`src/soc_pkg.sv`:
```
package soc_pkg;

  ////////////////////////////////////////
  // bus widths and types
  ////////////////////////////////////////

  localparam int unsigned AW = 14;      // byte address width
  localparam int unsigned DW = 32;      // data width
  localparam int unsigned BN = DW/8;    // byte lanes
  localparam int unsigned GW = 32;      // gpio width

  typedef logic [AW-1:0] adr_t;
  typedef logic [DW-1:0] dat_t;
  typedef logic [BN-1:0] ben_t;
  typedef logic [GW-1:0] gpio_t;
  typedef logic    [1:0] rof_t;         // register word offset, adr[3:2]

  // load/store request, one transfer per cycle with vld
  typedef struct packed {
    logic vld;  // transfer valid
    logic wen;  // 1 write, 0 read
    adr_t adr;
    ben_t ben;
    dat_t wdt;
  } tcb_req_t;

  ////////////////////////////////////////
  // address map over adr[AW-1:AW-2]
  ////////////////////////////////////////

  localparam int unsigned PN = 3;
  // port 2 timer, port 1 gpio, port 0 memory
  localparam logic [PN-1:0][1:0] DEC_MATCH = {2'b01, 2'b00, 2'b10};
  localparam logic [PN-1:0][1:0] DEC_MASK  = {2'b11, 2'b11, 2'b10};

  // gpio registers
  localparam rof_t GPIO_OUT = 2'd0;
  localparam rof_t GPIO_OE  = 2'd1;
  localparam rof_t GPIO_IN  = 2'd2;

  // timer registers
  localparam rof_t TMR_CTRL = 2'd0;
  localparam rof_t TMR_CMP  = 2'd1;
  localparam rof_t TMR_CNT  = 2'd2;
  localparam rof_t TMR_STAT = 2'd3;

  localparam int unsigned TMR_EN = 0;  // ctrl enable bit
  localparam int unsigned TMR_OS = 1;  // ctrl oneshot bit

  typedef enum logic [1:0] {TMR_IDLE, TMR_RUN, TMR_DONE} tmr_state_t;

  // write data merged into old word under byte enables
  function automatic dat_t ben_merge(dat_t old, dat_t wdt, ben_t ben);
    dat_t res;
    res = old;
    for (int b = 0; b < BN; b++) begin
      if (ben[b]) res[8*b +: 8] = wdt[8*b +: 8];
    end
    return res;
  endfunction

endpackage
```
`src/tcb_dec.sv`:
```
module tcb_dec #(
  parameter int unsigned PN = soc_pkg::PN  // number of targets
)(
  input  logic              clk,
  input  logic              rst,
  // from the load/store master
  input  soc_pkg::tcb_req_t req,
  output soc_pkg::dat_t     rdt,
  // to the targets
  output soc_pkg::tcb_req_t sub_req [PN],
  input  soc_pkg::dat_t     sub_rdt [PN]
);

  import soc_pkg::*;

  localparam int unsigned SW = (PN > 1) ? $clog2(PN) : 1;  // index width

  logic    [1:0] top;      // region bits of the address
  logic [PN-1:0] hit;      // per port address match
  logic [SW-1:0] sel_nxt;  // port index of this transfer
  logic [SW-1:0] sel;      // port of the last read
  logic          sel_vld;  // a read response exists

  assign top = req.adr[AW-1 -: 2];

  ////////////////////////////////////////
  // request fan-out
  ////////////////////////////////////////

  for (genvar i = 0; i < PN; i++) begin : gen_port
    assign hit[i] = ((top & DEC_MASK[i]) == DEC_MATCH[i]);
    always_comb begin
      sub_req[i]     = req;                // payload passes through
      sub_req[i].vld = req.vld & hit[i];   // only the matching port sees it
    end
  end

  // the map covers the whole space, exactly one hit
  always_comb begin
    sel_nxt = '0;
    for (int i = 0; i < PN; i++) begin
      if (hit[i]) sel_nxt = SW'(i);
    end
  end

  ////////////////////////////////////////
  // response mux
  ////////////////////////////////////////

  // remember who answers the read, writes leave it alone
  always_ff @(posedge clk) begin
    if (rst) begin
      sel     <= '0;
      sel_vld <= 1'b0;
    end else if (req.vld & ~req.wen) begin
      sel     <= sel_nxt;
      sel_vld <= 1'b1;
    end
  end

  assign rdt = sel_vld ? sub_rdt[sel] : '0;  // zero until the first read

endmodule

```
`config.mk`:
```
export PLATFORM = sky130hd
export DESIGN_NAME = tcb_dec
export DESIGN_NICKNAME = d
export VERILOG_FILES = /design/src/soc_pkg.sv /design/src/tcb_dec.sv
export SDC_FILE = /design/constraint.sdc
export NUM_CORES = 1
export LEC_CHECK = 0
export BUFFER_PORTS_ARGS = -buffer_cell sky130_fd_sc_hd__buf_2
export CORE_AREA = 2 2 131 133
export CTS_CLUSTER_SIZE = 12
export DETAILED_ROUTE_END_ITERATION = 7
export DIE_AREA = 0 0 133 135
export MAX_ROUTING_LAYER = met4
export PLACE_DENSITY = 0.54
export SETUP_SLACK_MARGIN = 0.2
export SLEW_MARGIN = 10
export SYNTH_ARGS = -nofsm -noshare
export SYNTH_HDL_FRONTEND = slang
export SYNTH_SLANG_ARGS = --single-unit
```
`constraint.sdc`:
```
create_clock -name clk -period 1.8 [get_ports clk]
set_clock_uncertainty 0.15 [all_clocks]
set_input_delay 0.18 -clock clk [delete_from_list [all_inputs] [get_ports clk]]
set_output_delay 0.18 -clock clk [all_outputs]
set_load 0.01 [all_outputs]
```
# ---- After elaboration in Yosys (flattened, before gate mapping)
# Index checks and enable logic that the tools add are counted.
dict set report word_totals {
  ramBits 0
  mem_bits_ro 0
  latchBits 0
  register_bits 3
  mem_count 0
  out_inout_bits 188
}
dict set report op_classes {
  reduce_logical 1
  addsub 0
  n_mul 0
  n_eq_ne 1
  muxes 6
  bitwise 6
  shift 0
  magnitude_cmp 1
  n_div 0
}
# cell n
set op_table {}
lappend op_table {{$mux 32} 3}
lappend op_table {{$bmux 32 s2} 1}
lappend op_table {{$and 1x1->1} 4}
lappend op_table {{$ge 3x3->1 const B} 1}
lappend op_table {{$not 2->3} 1}
lappend op_table {{$eq 2x1->1 const B} 1}
lappend op_table {{$logic_not 2->1} 1}
lappend op_table {{$mux 2} 1}
lappend op_table {{$mux 1} 1}
lappend op_table {{$not 1->1} 1}

# ---- Logic depth before layout (Yosys ltp)
dict set report depth {
  depth_word 5
  mapped_depth 5
}

# ---- Worst setup path before layout
# Ideal clock, no wire load.
dict set report synth_timing {
  path_type {reg2out}
  startpoint {register sel[0]}
  endpoint {output rdt[10]}
  path_stages_with_launch 6
  setup_slack_ps 439
  arrival_time_ps 1031
  path_cell_list {dfxtp_1 buf_6 buf_12 mux2i_1 o21ai_1 and2_1}
}
dict set report synth_between {
  elab_chain_cells 5
}
# item line_no
set synth_lines {}
lappend synth_lines {{start: declaration} tcb_dec.sv:21} ;# logic [SW-1:0] sel;
lappend synth_lines {{start signal: assignment} tcb_dec.sv:56} ;# sel <= sel_nxt;
lappend synth_lines {{$not 2->3 (not written as such)} tcb_dec.sv:61} ;# assign rdt = sel_vld ? sub_rdt[sel] : '0;
lappend synth_lines {{$bmux 32 s2} tcb_dec.sv:61}
lappend synth_lines {{$mux 32 (not written as such) (2 in a row)} tcb_dec.sv:61}
lappend synth_lines {{$mux 32} tcb_dec.sv:61}
lappend synth_lines {{end: declaration} tcb_dec.sv:8} ;# output soc_pkg::dat_t rdt,
# No other way between the ends. The select of a mux whose other input is x is not followed.

# ---- Final worst setup path
dict set report layout_timing {
  startpoint {register sel[0]}
  endpoint {output rdt[7]}
}
# The elaborated chain is that of the path after synthesis.

==> results.py <==
metrics = {
    "status": {
        "status": "complete, but fails checks",
        "violations": "setup timing",
    },
    "worst_setup_path": {
        "crit_path_start": "sel[0]",
        "path_buf_inv": 3,
        "path_cells": "buf_12 > buf_16 > mux2i_2 > o21ai_1 > and2_1 > buf_2",
        "cp_max_fo": 7,
        "arrival_ps": 1480,
        "cp_slowest_cell": "dfxtp_4",
        "worstPathRequired_ps": 1470,
        "cp-start-kind": "flip-flop",
        "r2r_end": "sel[0]",
        "worstRegToRegCells": 3,
        "cpLargestDelayFamily": "flip-flops",
        "regToRegStartpoint": "sel[0]",
        "r2r_slack_ps": 800,
        "cp-end-kind": "primary output",
        "path_class": "reg2out",
        "critPathMaxStageDelay_ps": 430,
    },
    "worst_hold_path": {
        "hp-class": "in2reg",
        "holdPathEnd": "sel[0]",
        "min_path_cells": 2,
        "hp-start": "rst",
    },
    "synthesis": {
        "yosys-top-cells-area": "buf_4 49%, mux2i_1 15%, nand3b_1 10%",
        "async_reset_ff_share_pct": 0,
        "synth-adder-area-share_pct": 0,
        "ys.warnings.count": 0,
        "ys_ff_latch": 3,
        "ys_top_cells_by_count": "153 x buf_4, 34 x mux2i_1, 33 x and2_1, 32 x nand3b_1, 32 x o21ai_1",
        "avgSynthCellArea_sq_um": 7.47,
        "synth_flop_cell": "dfxtp_1",
        "synth_top_area_cell": "buf_4",
        "synthSimpleGateAreaFrac_pct": 21.2,
        "synth.most_common_cell": "buf_4",
        "synthDistinctLibCells": 15,
        "synth_nets": 463,
        "synth_edf_count": 0,
        "synthMuxAreaShare_pct": 14.6,
        "synth_compound_area_share_pct": 6.85,
        "syn_area_sq_um": 2340,
        "seq_area_frac_synth_pct": 2.57,
        "synth.top_cell.area_share_pct": 49.1,
        "synth_xor_area_share_pct": 0,
        "syn-instance-count": 313,
        "synth_top_family_by_area": "buffers and inverters",
    },
    "timing": {
        "worst_slack_ps": -6.27,
        "slew_viol_final": 0,
        "hold_viol": 0,
        "holdWs_ps": 16.5,
        "rsz0062_at_grt": "true",
        "fmax_mhz": 554,
        "max_slew_margin_pct": 82.7,
        "finalCritPeriodShare_pct": 100,
        "setup_violations": 1,
        "fin_tns_setup_ps": -6.27,
        "period_needed_ps": 1810,
        "worstMarginPinSlew_ps": 260,
    },
    "floorplanning": {
        "die_area_sq_um": 18000,
        "initial_utilization_pct": 14.2,
        "core.rowCount": 47,
        "fp.dieH_microns": 135,
        "ioPinCount": 338,
        "core_area_sq_um": 16400,
        "fp.dieW_microns": 133,
    },
    "global_routing": {
        "grt.overflow.total": 0,
        "grt_pass1_wl_microns": 9740,
        "grt_use_total_pct": 7.36,
        "grt_pass1_vias": 1692,
        "antenna_found_initial": 0,
        "grt_max_degree": 42,
    },
    "drt": {
        "drc": 0,
        "drt_iter0_markers": 40,
        "ant_nets": 0,
        "wl_per_cell_microns": 13.4,
        "via_count": 1774,
        "firstDrtPassIters": 4,
        "vias_per_cell": 3.38,
        "drt-total-wl_microns": 7040,
    },
    "cts": {
        "cts_buffers": 3,
        "h-tree-depth": 1,
        "insertion_delay_ps": 220,
        "clkSinkCount": 3,
        "cts-root-buf": "clkbuf_16",
        "clockBufferDepth": 2,
        "tritoncts": "done",
        "holdBufCountCts": 0,
        "clkSlewWorstSetupHoldPaths_ps": 30,
    },
    "finish": {
        "synthToLayoutAreaGrowth_pct": 4.01,
        "finalNetCount": 456,
        "antenna_cells": 0,
        "drive_gt1_share_pct": 55.7,
    },
    "pwr": {
        "vdd_drop_max_mv": 0.338,
        "p_leak_nw": 1.07,
        "p_per_area_nw_per_um2": 337,
    },
    "place": {
        "portBuffers": 145,
        "dp_slack_ps": 109,
        "gp_congestion": 0.661,
        "hpwl_microns": 4810,
    },
    "flow_run": {
        "cap_violations": 0,
    },
}
==> sequential cells by signal (all words and copies together), names as in the netlist <==
signal   flops
sel          2
sel_vld      1
==> cell families (layout without fill, tap and decap cells) <==
group           count (synthesis)  after routing
mux                            34             34
buf+inv                       170            162
compound gates                 32             32
simple gates                   74             74
flops                           3              3
==> metal layers <==
| metal | track usage [%] | wire length, microns | vias up |
|---|---|---|---|
| met5 | - | 0 | - |
| met4 | 5.91 | 453 | 0 |
| met3 | 2.18 | 807 | 53 |
| met2 | 12.2 | 3190 | 148 |
| met1 | 7.23 | 2590 | 717 |
| li1 | - | - | 856 |
==> where the power goes <==
group          total, mW  switching [mW]  internal, mW
Clock              0.351          0.0592         0.292
Sequential        0.0734         0.00427        0.0691
Combinational      0.394           0.173         0.220
==> through the flow <==
stage / total power [mW] / std cells / area, sq um / utilization (%)
2_1_floorplan: 0.589 / 313 / 2340 / -
3_3_place_gp: 0.425 / 514 / 2130 / 13.0
3_5_place_dp: 0.429 / 514 / 2130 / 13.0
4_1_cts: 0.819 / 524 / 2370 / 14.5
5_1_grt: 0.874 / 525 / 2430 / 14.8
6_report: 0.818 / 525 / 2430 / 14.8
==> how the worst max path moves through the flow <==
stage | end | slack [ps] | cells past startpoint
3_5_place_dp | rdt[1] | 110 | 5
3_3_place_gp | rdt[1] | 140 | 5
4_1_cts | rdt[6] | -30 | 6
2_1_floorplan | rdt[10] | 440 | 5
6_report | rdt[7] | -6 | 6
5_1_grt | rdt[7] | -100 | 6
==> placed cells by master (no fill, tap or decap), types with 2 or more instances in the layout <==
master	Yosys	layout
mux2i_1	34	27
o21ai_1	32	32
buf_2	10	144
nor2_1	5	5
nand3b_1	32	32
mux2i_2	0	5
buf_6	1	3
buf_12	3	3
buf_4	153	3
clkbuf_16	0	4
and2_1	33	33
mux2i_4	0	2
buf_16	0	4
==> repair_timing <==
action                     4_1_cts  5_1_grt
pin swaps                        5        5
setup endpoints to repair       32       32
gates resized for setup         10        7
gates cloned                     4        1
buffers inserted                 2        0
==> cell type report <==
type	instances	area, sq um
fill	1867	14000
multi-input combinational	140	1040
timing repair buffer	158	972
tap	220	275
clock buffer	4	78.8
sequential	3	65.1
(Power assumes the default switching activity.)
