===== config.mk =====
export PLATFORM = sky130hd
export DESIGN_NAME = tcb_gpio
export DESIGN_NICKNAME = d
export VERILOG_FILES = /design/src/soc_pkg.sv /design/src/tcb_gpio.sv
export SDC_FILE = /design/constraint.sdc
export NUM_CORES = 1
export LEC_CHECK = 0
export BUFFER_PORTS_ARGS = -buffer_cell sky130_fd_sc_hd__buf_2
export CORE_AREA = 4 4 114 116
export CTS_BUF_LIST = sky130_fd_sc_hd__clkbuf_8
export DETAILED_ROUTE_END_ITERATION = 12
export DIE_AREA = 0 0 118 120
export PLACE_DENSITY = 0.79
export RECOVER_POWER = 50
export SETUP_SLACK_MARGIN = 0.05
export SYNTH_ARGS = -nofsm -noshare
export SYNTH_HDL_FRONTEND = slang
export SYNTH_SLANG_ARGS = --single-unit
export TNS_END_PERCENT = 50

===== constraint.sdc =====
create_clock -name clk -period 6.7 [get_ports clk]
set_clock_uncertainty 0.05 [all_clocks]
set_input_delay 1.34 -clock clk [delete_from_list [all_inputs] [get_ports clk]]
set_output_delay 1.34 -clock clk [all_outputs]
set_load 0.02 [all_outputs]

===== src/soc_pkg.sv =====
package soc_pkg;

  ////////////////////////////////////////
  // bus widths and types
  ////////////////////////////////////////

  localparam int unsigned AW = 14;      // byte address width
  localparam int unsigned DW = 32;      // data width
  localparam int unsigned BN = DW/8;    // byte lanes
  localparam int unsigned GW = 32;      // gpio width

  typedef logic [AW-1:0] adr_t;
  typedef logic [DW-1:0] dat_t;
  typedef logic [BN-1:0] ben_t;
  typedef logic [GW-1:0] gpio_t;
  typedef logic    [1:0] rof_t;         // register word offset, adr[3:2]

  // load/store request, one transfer per cycle with vld
  typedef struct packed {
    logic vld;  // transfer valid
    logic wen;  // 1 write, 0 read
    adr_t adr;
    ben_t ben;
    dat_t wdt;
  } tcb_req_t;

  ////////////////////////////////////////
  // address map over adr[AW-1:AW-2]
  ////////////////////////////////////////

  localparam int unsigned PN = 3;
  // port 2 timer, port 1 gpio, port 0 memory
  localparam logic [PN-1:0][1:0] DEC_MATCH = {2'b01, 2'b00, 2'b10};
  localparam logic [PN-1:0][1:0] DEC_MASK  = {2'b11, 2'b11, 2'b10};

  // gpio registers
  localparam rof_t GPIO_OUT = 2'd0;
  localparam rof_t GPIO_OE  = 2'd1;
  localparam rof_t GPIO_IN  = 2'd2;

  // timer registers
  localparam rof_t TMR_CTRL = 2'd0;
  localparam rof_t TMR_CMP  = 2'd1;
  localparam rof_t TMR_CNT  = 2'd2;
  localparam rof_t TMR_STAT = 2'd3;

  localparam int unsigned TMR_EN = 0;  // ctrl enable bit
  localparam int unsigned TMR_OS = 1;  // ctrl oneshot bit

  typedef enum logic [1:0] {TMR_IDLE, TMR_RUN, TMR_DONE} tmr_state_t;

  // write data merged into old word under byte enables
  function automatic dat_t ben_merge(dat_t old, dat_t wdt, ben_t ben);
    dat_t res;
    res = old;
    for (int b = 0; b < BN; b++) begin
      if (ben[b]) res[8*b +: 8] = wdt[8*b +: 8];
    end
    return res;
  endfunction

endpackage

===== src/tcb_gpio.sv =====
module tcb_gpio #(
  parameter int unsigned GW = soc_pkg::GW  // number of pins
)(
  input  logic              clk,
  input  logic              rst,
  // bus
  input  soc_pkg::tcb_req_t req,
  output soc_pkg::dat_t     rdt,
  // pins
  output soc_pkg::gpio_t    gpio_o,  // output value
  output soc_pkg::gpio_t    gpio_e,  // output enable
  input  soc_pkg::gpio_t    gpio_i
);

  import soc_pkg::*;

  logic [GW-1:0] gpio_s0;  // first sync stage
  logic [GW-1:0] gpio_s1;  // second sync stage, read by GPIO_IN
  logic          wr;
  logic          rd;
  rof_t          rof;

  assign wr  = req.vld &  req.wen;
  assign rd  = req.vld & ~req.wen;
  assign rof = req.adr[3:2];

  ////////////////////////////////////////
  // input synchronizer
  ////////////////////////////////////////

  always_ff @(posedge clk) begin
    if (rst) begin
      gpio_s0 <= '0;
      gpio_s1 <= '0;
    end else begin
      gpio_s0 <= gpio_i;
      gpio_s1 <= gpio_s0;
    end
  end

  ////////////////////////////////////////
  // registers
  ////////////////////////////////////////

  always_ff @(posedge clk) begin
    if (rst) begin
      gpio_o <= '0;
      gpio_e <= '0;
    end else if (wr) begin
      case (rof)
        GPIO_OUT: gpio_o <= GW'(ben_merge(DW'(gpio_o), req.wdt, req.ben));
        GPIO_OE:  gpio_e <= GW'(ben_merge(DW'(gpio_e), req.wdt, req.ben));
        default: ;  // GPIO_IN is read only
      endcase
    end
  end

  // read response
  always_ff @(posedge clk) begin
    if (rd) begin
      case (rof)
        GPIO_OUT: rdt <= DW'(gpio_o);
        GPIO_OE:  rdt <= DW'(gpio_e);
        GPIO_IN:  rdt <= DW'(gpio_s1);
        default:  rdt <= '0;
      endcase
    end
  end

endmodule


# == After elaboration in Yosys (flattened, before gate mapping) ==
# Index checks and enable logic that the tools add are counted.
# totals
regBits,160
latchBits,0
mem_bits_rw,0
mem_bits_ro,0
inputBits,86
out_inout_bits,96
elab_cells,26
n_memories,0
# op_classes
addsub,0
n_mul,0
div,0
magnitude_cmp,0
n_eq_ne,2
n_shift,0
muxes,1
bitwise,3
reduce_logical,9
# ops
op,n
$pmux W32 S3,1
$reduce_and A3 Y1,8
$and A1 B1 Y1,2
$eq A2 B1 Y1 const B,1
$eq A2 B2 Y1 const B,1
$logic_not A2 Y1,1
$not A1 Y1,1

# == Logic depth before layout (Yosys ltp) ==
# logic_depth
depth_word,2
ltp_mapped,6
mapped_depth_nobuf,3

# == Worst setup path after synthesis ==
# No wires, ideal clock.
# synth_path
path_type,input to register
start,in req[51] in the netlist's numbering
end,"reg rdt[0], enable pin"
setup_ns,0.425
arrival_time_ns,3.001
required_time_ns,6.225
setup_slack_ns,3.224
cell_stages,2
n_path_buf,1
path_cell_list,buf_4 > nor2b_1
# synth_between
elab_chain_cells,1
# synth_lines
item,line,source
from (decl),tcb_gpio.sv:7,"input soc_pkg::tcb_req_t req,"
$and A1 B1 Y1,tcb_gpio.sv:24,assign rd = req.vld & ~req.wen;
net rd,tcb_gpio.sv:20,logic rd;
to (signal assigned),tcb_gpio.sv:62,GPIO_OUT: rdt <= DW'(gpio_o);
to (signal assigned),tcb_gpio.sv:63,GPIO_OE: rdt <= DW'(gpio_e);
to (signal assigned),tcb_gpio.sv:64,GPIO_IN: rdt <= DW'(gpio_s1);
to (decl),tcb_gpio.sv:8,"output soc_pkg::dat_t rdt,"
# The timed path passes the listed nets, and every way through them passes these cells.
# A chain may end at the register's enable or synchronous reset.

# == Worst setup path in the final report ==
# layout_path
start,in req[38] in the netlist's numbering
end,reg gpio_e[19]
# layout_between
elab_chain_cells,2
# layout_lines
item,line,source
$eq A2 B1 Y1,tcb_gpio.sv:50,case (rof)
$reduce_and A3 Y1 (no source line),-,
to (signal assigned),tcb_gpio.sv:52,"GPIO_OE: gpio_e <= GW'(ben_merge(DW'(gpio_e), req.wdt, req.ben));"
to (decl),tcb_gpio.sv:11,"output soc_pkg::gpio_t gpio_e,"
# Every way passes these cells.

==> impl_metrics.json <==
{
  "status": "finished, violations left",
  "violations": "max-capacitance violations, max-slew violations",
  "routed_wl_mm": 13.5,
  "postCtsSetupBuffers": 0,
  "min_delay_path_depth": 1,
  "cts-root-buf": "clkbuf_8",
  "holdPathEnd": "gpio_s1[28]$_SDFF_PP0_",
  "min_path_type": "register to register",
  "drc_errors": 0,
  "pwr_density_cell_nw_per_um2": 264,
  "numCtsBuffers": 17,
  "diodes": 0,
  "max-clock-path-buffers": 2,
  "tightest_slew_ns": 2.69,
  "cts_tree": "built",
  "antenna_found_initial": 1,
  "final.setup.tns_ns": 0,
  "syn_nets": 611,
  "track_usage_pct": 19.4,
  "cp.required_ns": 6.98,
  "synth.most_common_cell": "dfxtp_1",
  "place_congestion": 0.794,
  "routedWlPerCell_um": 16.0,
  "r2r_setup_slack_ns": 5.72,
  "max_freq_ghz": 0.230,
  "grt_max_degree": 84,
  "ir_worst_vdd_mv": 0.214,
  "reg2reg_to": "rdt[14]$_DFFE_PP_",
  "synth-async-reset-ratio_pct": 0,
  "syn_to_final_growth_pct": 20.4,
  "drive_above_1_share_pct": 19.3,
  "htreeDepth": 4,
  "nets": 771,
  "postSynthCellCount": 525,
  "maxCapViolations": 2,
  "ff2ff_path_depth": 2,
  "postCtsHoldBufs": 0,
  "synth_seq_cells": 160,
  "worstSkewPairLatency_ns": 0.45,
  "post-route-min-period_ns": 4.35,
  "synth-edff-count": 32,
  "p_total_mw": 1.94,
  "yosysSeqAreaShare_pct": 57.6,
  "grt_pass1_wl_mm": 21.6,
  "dieArea_um2": 14200,
  "yosys_warnings": 0,
  "grt_pass1_vias": 4283,
  "avgSynthCellArea_um2": 11.6,
  "yosysTopAreaCell": "dfxtp_1",
  "dp_hpwl_mm": 8.90,
  "hold_viol": 0,
  "syn_area_um2": 6110,
  "grt.overflow.total": 0,
  "drt_iter0_markers": 301,
  "cp_max_fo": 37,
  "crit_type": "primary input to register",
  "synth_top_area_share_pct": 41.9,
  "io_buffers": 169,
  "post_cts_resized": 0,
  "rows": 40,
  "via_count": 4187,
  "ys_types": 15,
  "clock-sinks": 160,
  "place_area_um2": 7020,
  "synthFlopType": "dfxtp_1",
  "fin_area_um2": 7360,
  "regToRegStartpoint": "gpio_o[14]$_SDFFE_PP0P_",
  "report.final.slew_viol_count": 117,
  "synth_commonest_cells": "dfxtp_1, mux2i_1, nand2b_1",
  "ant_nets": 0,
  "via_per_inst": 4.96,
  "fp.dieW_um": 118,
  "ios": 182,
  "fp.dieH_um": 120,
  "arrival_ns": 4.63,
  "rsz0062_at_grt": "no",
  "start_util_pct": 51.3,
  "finalSetupViolations": 0,
  "power.leakage_nw": 3.03,
  "fin_crit_sh_pct": 64.9,
  "holdWs_ns": 0.387,
  "worstHoldStart": "gpio_s0[28]$_SDFF_PP0_",
  "clkTransAtPathRegs_ns": 0.08,
  "cp-end-kind": "register",
  "dr.pass1.iters": 4,
  "maxSlewHeadroom_pct": -79.1,
  "ys_top_cells_by_area": "dfxtp_1, mux2i_1, edfxtp_1, nand2b_1, nor2b_1",
  "start_kind": "primary input",
  "core-area_um2": 11900,
  "fill_cells": 1023
}
[cell usage in the layout, fill, tap and decap left out]
cell,Yosys,routed
buf_2,6,94
buf_4,3,3
bufinv_16,0,5
clkbuf_1,19,75
clkbuf_8,0,18
clkinv_2,0,4
clkinv_4,0,1
dfxtp_1,128,128
edfxtp_1,32,32
inv_1,0,3
inv_4,0,1
mux2i_1,96,96
nand2_1,32,32
nand2b_1,96,96
nand3_1,4,4
nand4_4,4,4
nor2b_1,65,65
nor2b_4,1,1
nor3_4,4,4
o21ai_0,32,32
[worst max-delay path by stage]
stage          startpoint                      end  cells after the start
6_report          req[38]  gpio_e[19]$_SDFFE_PP0P_                      5
3_5_place_dp      req[38]  gpio_e[27]$_SDFFE_PP0P_                      5
3_3_place_gp      req[38]   gpio_e[8]$_SDFFE_PP0P_                      5
2_1_floorplan     req[51]         rdt[0]$_DFFE_PP_                      2
4_1_cts           req[38]  gpio_e[10]$_SDFFE_PP0P_                      5
5_1_grt           req[38]  gpio_e[26]$_SDFFE_PP0P_                      5
[final cells by class]
class | instances | area (µm²) | area share (%)
Clock buffer | 18 | 248 | 3.37
Clock inverter | 14 | 196 | 2.67
Multi-Input combinational cell | 334 | 2430 | 33.1
Sequential cell | 160 | 3520 | 47.9
Tap cell | 147 | 184 | 2.50
Timing Repair Buffer | 172 | 774 | 10.5
[per-layer routing]
layer,vias to the layer above,wire (µm),global-route usage [%]
met3,21,796,6.93
met5,-,7,0
li1,2064,-,-
met2,119,6830,33.6
met1,1981,5730,22.2
met4,2,145,6.89
[worst max-delay path: stages]
cell	delay, ns
clkbuf_1	1.48
nor2b_1	0.78
buf_4	0.52
nand4_4	0.29
mux2i_1	0.19
[sequential cells by signal, summed over array words and instances, names as in the netlist]
| register | cells |
|---|---|
| gpio_e | 32 |
| gpio_o | 32 |
| gpio_s0 | 32 |
| gpio_s1 | 32 |
| rdt | 32 |
[where the power goes]
group | leakage [nW] | total [mW] | switching [mW] | internal [mW]
Sequential | 1.34 | 1.02 | 0.0105 | 1.01
Clock | 0.240 | 0.784 | 0.337 | 0.447
Combinational | 1.45 | 0.137 | 0.0809 | 0.0564
[per-stage QoR]
step           utilization (%)  cells  setup WS [ns]
2_1_floorplan                -    525           3.22
3_3_place_gp              58.9    813           3.10
3_5_place_dp              58.9    813           3.08
4_1_cts                   62.6    845           3.58
5_1_grt                   61.8    845           2.16
6_report                  61.8    845           2.35
[cell families (layout without fill, tap and decap cells)]
kind of cell / after synthesis / after routing / share of synthesized area, %
AO/OA/AOI/OAI: 32 / 32 / 2.62
buffers and inverters: 31 / 204 / 2.58
flip-flops: 160 / 160 / 57.6
multiplexers: 96 / 96 / 15.7
AND/OR/NAND/NOR: 206 / 206 / 21.4
Note: power is estimated with default switching activity, not from simulation.
