### config.mk
export PLATFORM = sky130hd
export DESIGN_NAME = tcb_timer
export DESIGN_NICKNAME = d
export VERILOG_FILES = /design/src/soc_pkg.sv /design/src/tcb_timer.sv
export SDC_FILE = /design/constraint.sdc
export NUM_CORES = 1
export LEC_CHECK = 0
export ABC_AREA = 1
export BUFFER_PORTS_ARGS = -buffer_cell sky130_fd_sc_hd__buf_2
export CORE_MARGIN = 5
export CORE_UTILIZATION = 50
export DETAILED_ROUTE_END_ITERATION = 16
export PLACE_DENSITY = 0.74
export SLEW_MARGIN = 25
export SYNTH_ARGS = -nofsm -noshare
export SYNTH_HDL_FRONTEND = slang
export SYNTH_SLANG_ARGS = --single-unit
### constraint.sdc
create_clock -name clk -period 2.1 [get_ports clk]
set_input_delay 0.21 -clock clk [delete_from_list [all_inputs] [get_ports clk]]
set_output_delay 0.21 -clock clk [all_outputs]
set_load 0.02 [all_outputs]
### src/soc_pkg.sv
package soc_pkg;

  ////////////////////////////////////////
  // bus widths and types
  ////////////////////////////////////////

  localparam int unsigned AW = 14;      // byte address width
  localparam int unsigned DW = 32;      // data width
  localparam int unsigned BN = DW/8;    // byte lanes
  localparam int unsigned GW = 32;      // gpio width

  typedef logic [AW-1:0] adr_t;
  typedef logic [DW-1:0] dat_t;
  typedef logic [BN-1:0] ben_t;
  typedef logic [GW-1:0] gpio_t;
  typedef logic    [1:0] rof_t;         // register word offset, adr[3:2]

  // load/store request, one transfer per cycle with vld
  typedef struct packed {
    logic vld;  // transfer valid
    logic wen;  // 1 write, 0 read
    adr_t adr;
    ben_t ben;
    dat_t wdt;
  } tcb_req_t;

  ////////////////////////////////////////
  // address map over adr[AW-1:AW-2]
  ////////////////////////////////////////

  localparam int unsigned PN = 3;
  // port 2 timer, port 1 gpio, port 0 memory
  localparam logic [PN-1:0][1:0] DEC_MATCH = {2'b01, 2'b00, 2'b10};
  localparam logic [PN-1:0][1:0] DEC_MASK  = {2'b11, 2'b11, 2'b10};

  // gpio registers
  localparam rof_t GPIO_OUT = 2'd0;
  localparam rof_t GPIO_OE  = 2'd1;
  localparam rof_t GPIO_IN  = 2'd2;

  // timer registers
  localparam rof_t TMR_CTRL = 2'd0;
  localparam rof_t TMR_CMP  = 2'd1;
  localparam rof_t TMR_CNT  = 2'd2;
  localparam rof_t TMR_STAT = 2'd3;

  localparam int unsigned TMR_EN = 0;  // ctrl enable bit
  localparam int unsigned TMR_OS = 1;  // ctrl oneshot bit

  typedef enum logic [1:0] {TMR_IDLE, TMR_RUN, TMR_DONE} tmr_state_t;

  // write data merged into old word under byte enables
  function automatic dat_t ben_merge(dat_t old, dat_t wdt, ben_t ben);
    dat_t res;
    res = old;
    for (int b = 0; b < BN; b++) begin
      if (ben[b]) res[8*b +: 8] = wdt[8*b +: 8];
    end
    return res;
  endfunction

endpackage
### src/tcb_timer.sv
module tcb_timer (
  input  logic              clk,
  input  logic              rst,
  // bus
  input  soc_pkg::tcb_req_t req,
  output soc_pkg::dat_t     rdt,
  // interrupt
  output logic              irq
);

  import soc_pkg::*;

  tmr_state_t state;
  logic [1:0] ctrl;    // {oneshot, enable}
  dat_t       cmp;     // compare value
  dat_t       cnt;     // counter
  logic       stat;    // compare reached
  logic       wr;
  logic       rd;
  rof_t       rof;
  logic       ctl_wr;  // TMR_CTRL write, low byte
  logic       cmp_wr;  // TMR_CMP write
  logic       clr_wr;  // write 1 to TMR_STAT bit 0
  logic       hit;     // count at compare

  assign wr     = req.vld &  req.wen;
  assign rd     = req.vld & ~req.wen;
  assign rof    = req.adr[3:2];
  assign ctl_wr = wr & (rof == TMR_CTRL) & req.ben[0];
  assign cmp_wr = wr & (rof == TMR_CMP);
  assign clr_wr = wr & (rof == TMR_STAT) & req.ben[0] & req.wdt[0];
  assign hit    = (cnt == cmp);

  ////////////////////////////////////////
  // mode FSM and counter
  ////////////////////////////////////////

  always_ff @(posedge clk) begin
    if (rst) begin
      state <= TMR_IDLE;
      ctrl  <= '0;
      cnt   <= '0;
      stat  <= 1'b0;
    end else begin
      if (clr_wr) stat <= 1'b0;  // a new hit below wins
      case (state)
        TMR_RUN: begin
          if (hit) begin
            stat <= 1'b1;
            if (ctrl[TMR_OS]) begin
              ctrl[TMR_EN] <= 1'b0;  // oneshot, freeze at compare
              state        <= TMR_DONE;
            end else begin
              cnt <= '0;             // periodic wrap, period cmp+1
            end
          end else begin
            cnt <= cnt + 1'b1;
          end
        end
        TMR_DONE: if (clr_wr) state <= TMR_IDLE;  // ack ends the oneshot
        default: ;                                // idle holds the count
      endcase
      // control writes override the counter step
      if (ctl_wr) begin
        ctrl <= req.wdt[1:0];
        if (req.wdt[TMR_EN]) begin
          cnt   <= '0;
          state <= TMR_RUN;
        end else begin
          state <= TMR_IDLE;  // count held
        end
      end
    end
  end

  always_ff @(posedge clk) begin
    if (rst)         cmp <= '0;
    else if (cmp_wr) cmp <= ben_merge(cmp, req.wdt, req.ben);
  end

  assign irq = stat;

  // read response
  always_ff @(posedge clk) begin
    if (rd) begin
      case (rof)
        TMR_CTRL: rdt <= DW'(ctrl);
        TMR_CMP:  rdt <= cmp;
        TMR_CNT:  rdt <= cnt;
        TMR_STAT: rdt <= DW'(stat);
      endcase
    end
  end

endmodule

# Yosys cells after proc, flatten, opt, wreduce, memory -nomap -nowiden
# Cells that the tools add are included.
[op_classes] reduce_logical=11 mux=19 n_addsub=1 bitwise_logic=9 eq_ne=9
[ops] op="32-bit two-way mux" count=5
[ops] op="32-bit one-hot mux with 4 select lines" count=1
[ops] op="32-bit by 1-bit adder with 32-bit output (second input constant)" count=1
[ops] op="32-bit == test" count=1
[ops] op="3-bit != test (second input constant)" count=3
[ops] op="1-bit AND" count=8
[ops] op="1-bit two-way mux" count=8
[ops] op="2-bit two-way mux" count=4
[ops] op="2-bit AND reduction" count=4
[ops] op="2-bit == test (second input constant)" count=3
[ops] op="2-bit nonzero test" count=3
[ops] op="2-bit by 1-bit == test with 1-bit output (second input constant)" count=2
[ops] op="2-bit one-hot mux with 2 select lines" count=1
[ops] op="4-bit AND reduction" count=1
[ops] op="3-bit AND reduction" count=1
[ops] op="3-bit nonzero test" count=1
[ops] op="2-bit logical NOT" count=1
[ops] op="1-bit NOT" count=1
[totals] in_bits=54 ff_bits=101 output_inout_bits=33 word_cells=59

# Depth between registers and ports, before layout
[depth] ltp_word=7 depth_mapped=14 depth_no_buf=13

# Worst setup path before layout
# No wires, ideal clock.
[synth_path] path_type="input port to flip-flop" from="input port req[51] (netlist name)" to="register rdt[0] (enable)" path_slack_ns=0.079 setup_ns=0.422 cell_stages=2 n_path_buf=0 arrival_time_ns=1.599 t_required_ns=1.678 path_cell_list="inv_1 nor2_1"
[synth_via] elab_chain_len=1
[synth_lines] element="start: declaration" line_no="tcb_timer.sv:5" text="input soc_pkg::tcb_req_t req,"
[synth_lines] element="1-bit AND" line_no="tcb_timer.sv:27" text="assign rd = req.vld & ~req.wen;"
[synth_lines] element="net rd" line_no="tcb_timer.sv:19" text="logic rd;"
[synth_lines] element="end signal: assignment" line_no="tcb_timer.sv:87" text="TMR_CTRL: rdt <= DW'(ctrl);"
[synth_lines] element="end signal: assignment" line_no="tcb_timer.sv:88" text="TMR_CMP: rdt <= cmp;"
[synth_lines] element="end signal: assignment" line_no="tcb_timer.sv:89" text="TMR_CNT: rdt <= cnt;"
[synth_lines] element="end: declaration" line_no="tcb_timer.sv:6" text="output soc_pkg::dat_t rdt,"
# The timed path passes the listed nets, and every way through them passes these cells.
# A chain may end at the register's enable or synchronous reset.

# Final worst setup path
[layout_path] from="register cnt[19]" to="register cnt[1]"
[layout_via] elab_chain_len=5
[layout_lines] element="start: declaration" line_no="tcb_timer.sv:16" text="dat_t cnt;"
[layout_lines] element="start signal: assignment" line_no="tcb_timer.sv:57" text="cnt <= cnt + 1'b1;"
[layout_lines] element="32-bit == test (*)" line_no="tcb_timer.sv:32" text="assign hit = (cnt == cmp);"
[layout_lines] element="32-bit two-way mux (*)" line_no="tcb_timer.sv:48" text="if (hit) begin"
[layout_lines] element="32-bit two-way mux (*)" line_no="tcb_timer.sv:46" text="case (state)"
[layout_lines] element="32-bit two-way mux" line_no="tcb_timer.sv:66" text="if (req.wdt[TMR_EN]) begin"
[layout_lines] element="32-bit two-way mux (*)" line_no="tcb_timer.sv:64" text="if (ctl_wr) begin"
# Mark *: on every way between the ends. The rest lies on a longest branch, timed or not.

==> results.txt <==
----------------------------------------------------
[Status]
  Outcome ... finished, final reports clean

[Min path]
  Kind of path behind the tightest hold check ... input port to flip-flop
  Origin of the worst min-delay path ... rst
  Min-Delay Endpoint ... irq
  Worst hold path depth ... 2

[Floorplan]
  Die span in x ... 119 um
  Die footprint ... 14100 um2
  Count of standard-cell rows ... 39
  Die Ht ... 119 um
  Core outline area ... 11500 um2
  Starting density of the core ... 51.4%
  # IOs ... 87

[STA]
  Worst hold margin ... 57.8 ps
  Peak Freq ... 511 MHz
  Final hold viol count ... 0
  Final-report max-slew violation count ... 0
  Total negative slack for setup checks ... 0 ps
  Worst rel slew slack ... 66.9%
  Final cycle utilization of the critical path ... 93.3%
  Setup Skew ... 9.69 ps
  Unrepaired setup endpoints after global routing ... false
  Setup-failing EPs final ... 0
  Slew at the pin closest to its max-slew limit ... 496 ps
  Slack of the critical path ... 141 ps
  Tmin final ... 1960 ps

[Pwr]
  Total power after layout ... 4.58 mW
  P_int ... 3.33 mW
  Proportion of total power due to net switching ... 27.3%
  Leakage ... 2.95 nW
  Share of power burned in combinational logic ... 15.5%
  Reg power frac ... 45.3%
  Worst vdd ir ... 0.000391 V
  Power density over cell area ... 672 nW/um2
  P_sw ... 1.25 mW
  Clock share of power ... 39.1%

[Synthesis]
  Number of different library cells in the post-synthesis netlist ... 34
  Mapped Avg Cell Area ... 6.58 um2
  Instance count of the mapped netlist ... 900
  Area of the mapped netlist ... 5920 um2
  Warnings, synthesis ... 0
  Synth Flop Type ... sky130_fd_sc_hd__dfxtp_1
  Total nets after synthesis ... 955
  Number of enable-type register cells in the synthesized netlist ... 32
  Flops & latches, synth ... 101
  Async S/R FF share, synth ... 0%
  Sequential fraction of the synthesis area ... 39.6%

[Global routing]
  Residual overflow from global routing ... 0
  Total track usage ... 23.7%
  Via count of the first global-routing pass ... 5520
  Largest net degree at the start of global routing ... 34
  First-pass GRT wire length ... 27000 um
  Initial antenna violation count ... 0

[Route]
  Number of violations reported at the end of detailed-routing iteration 0 ... 613
  DRT Wirelength ... 16600 um
  Number of design rule violations left after detail routing ... 0
  Routed length per instance ... 14.8 um
  Via total after detailed routing ... 5985
  Number of optimization iterations in the first detailed-route pass ... 5
  Via/cell ratio ... 5.34
  Antenna-violating nets left ... 0

[Cells and area]
  Highest-count cells in the layout ignoring fill and taps ... sky130_fd_sc_hd__nand2_1 (299), sky130_fd_sc_hd__nor2_1 (90), sky130_fd_sc_hd__inv_1 (79), sky130_fd_sc_hd__buf_2 (74), sky130_fd_sc_hd__nand3_1 (65)
  Nets ... 1028
  Layout cells sized above 1 ... 16.7%
  Area grow syn2layout ... 15.2%
  Final antenna diode count ... 0
  Non-filler instance count after layout ... 1121
  Commonest non-fill, non-tap cell in the layout ... sky130_fd_sc_hd__nand2_1

[Critical path]
  Worst-case reg-to-reg path depth ... 10
  Worst setup slack for register-to-register paths ... 140 ps
  WS Path Type ... flip-flop to flip-flop
  End of the worst register-to-register path ... cnt[1]
  Nature of the critical path startpoint ... flip-flop
  Worst endpoint data arrival time ... 2250 ps
  Data required time of the worst path ... 2390 ps
  FF-to-FF Start ... cnt[19]
  Critical path capture point type ... flip-flop
  Crit-path max FO ... 28

[Flow run]
  Max-cap violations ... 0

[Placed design]
  Post-Place Worst Slack ... 158 ps
  Weighted congestion reported at the end of routability-driven placement ... 0.948
  HPWL after detailed placement ... 12400 um
  DP Cell Count ... 1105
  Number of buffers added on ports ... 74

[Clocking]
  Clock tree from TritonCTS ... done
  Clock Pin Slew Worst Setup and Hold Paths ... 70 ps
  Number of buffers added by the clock tree synthesis step ... 9
  Maximum buffer depth of the clock tree ... 2
  Cell at the root of the clock tree ... sky130_fd_sc_hd__clkbuf_16
  Clk_lat worst skew ... 360 ps
  Max H-tree Level ... 3
  CTS hold repair buffers ... 0
  Clock tree sinks ... 101

----------------------------------------------------
## registers in the layout, summed over array words and instances, names as in the netlist
name and count:
cmp 32, cnt 32, rdt 32, ctrl 2, state 2, irq 1
## Yosys cell counts (2+ instances only)
cell type | number | area, um2
sky130_fd_sc_hd__a21oi_1 | 60 | 300
sky130_fd_sc_hd__buf_1 | 2 | 7.51
sky130_fd_sc_hd__buf_2 | 15 | 75.1
sky130_fd_sc_hd__buf_4 | 3 | 22.5
sky130_fd_sc_hd__buf_6 | 4 | 45.0
sky130_fd_sc_hd__clkbuf_1 | 17 | 63.8
sky130_fd_sc_hd__clkinv_1 | 3 | 11.3
sky130_fd_sc_hd__dfxtp_1 | 69 | 1380
sky130_fd_sc_hd__edfxtp_1 | 32 | 961
sky130_fd_sc_hd__inv_1 | 79 | 297
sky130_fd_sc_hd__inv_2 | 27 | 101
sky130_fd_sc_hd__nand2_1 | 299 | 1120
sky130_fd_sc_hd__nand2_2 | 2 | 12.5
sky130_fd_sc_hd__nand3_1 | 65 | 325
sky130_fd_sc_hd__nand3_2 | 2 | 20.0
sky130_fd_sc_hd__nand4_1 | 13 | 81.3
sky130_fd_sc_hd__nor2_1 | 92 | 345
sky130_fd_sc_hd__nor2_2 | 6 | 37.5
sky130_fd_sc_hd__nor2_4 | 2 | 22.5
sky130_fd_sc_hd__nor3_1 | 7 | 35.0
sky130_fd_sc_hd__o211ai_1 | 2 | 15.0
sky130_fd_sc_hd__o21ai_0 | 42 | 210
sky130_fd_sc_hd__o22ai_1 | 27 | 169
sky130_fd_sc_hd__xnor2_1 | 6 | 52.6
sky130_fd_sc_hd__xor2_1 | 15 | 131
## worst max path at each step
stage                        from  endpoint  depth (start not counted)
after floorplan           req[51]    rdt[0]                          2
after global placement    cnt[18]    cnt[4]                         10
after detailed placement  cnt[18]    cnt[0]                         11
after CTS                 cnt[18]    cnt[1]                         10
after global routing      cnt[20]    cnt[4]                         11
final                     cnt[19]    cnt[1]                         10
## logic make-up (layout without fill, tap and decap cells)
kind of cell | Yosys count | in the layout | synth area share, %
AND/OR/NAND/NOR | 493 | 493 | 34.5
buffers and inverters | 150 | 228 | 10.5
AO/OA/AOI/OAI | 134 | 134 | 12.1
flip-flops | 101 | 101 | 39.6
XOR/XNOR | 21 | 21 | 3.11
adder cells (fa/ha/maj) | 1 | 1 | 0.211
## timing repair
item                       CTS  global route
setup buffers                0             0
setup endpoints to repair    0             7
gates resized for setup      0             6
## per-layer routing
metal  routed length (um)  global-route usage [%]
met4                  366                    7.68
met2                 7470                    37.7
met3                 1200                    5.92
met5                    0                       0
met1                 7520                    31.9
## stage by stage
| stage | instance area, um2 | util (%) |
|---|---|---|
| CTS | 6800 | 59.1 |
| global route | 6820 | 59.2 |
| floorplan | 5920 | - |
| finish | 6820 | 59.2 |
| global placement | 6490 | 56.4 |
| detailed placement | 6490 | 56.4 |
## area by class of cell
type	count	area (um2)
clock buffer	10	229
clock inverter	6	85.1
fill	1105	4700
inverter	109	409
multi-input combinational	649	2970
sequential	101	2350
tap	143	179
timing repair buffer	103	601
## worst max-delay path, stage by stage, from the launching register on
cell and delay [ps]:
sky130_fd_sc_hd__dfxtp_1 520, sky130_fd_sc_hd__nand2_1 90, sky130_fd_sc_hd__nand2_1 120, sky130_fd_sc_hd__nand2_1 90, sky130_fd_sc_hd__nor2_1 110, sky130_fd_sc_hd__nand2_1 70
sky130_fd_sc_hd__nor2_2 260, sky130_fd_sc_hd__nand2_8 190, sky130_fd_sc_hd__nand2_2 200, sky130_fd_sc_hd__nand3_1 110, sky130_fd_sc_hd__a21oi_1 140
## power groups by stage
stage | Sequential [mW] | Clock (mW) | Combinational, mW
after CTS | 2.08 | 1.82 | 0.696
after floorplan | 2.14 | 0 | 0.462
after global placement | 2.12 | 0 | 0.682
after detailed placement | 2.12 | 0 | 0.693
final | 2.08 | 1.79 | 0.712
after global routing | 2.08 | 1.90 | 0.789
Note: power is estimated with default switching activity, not from simulation.
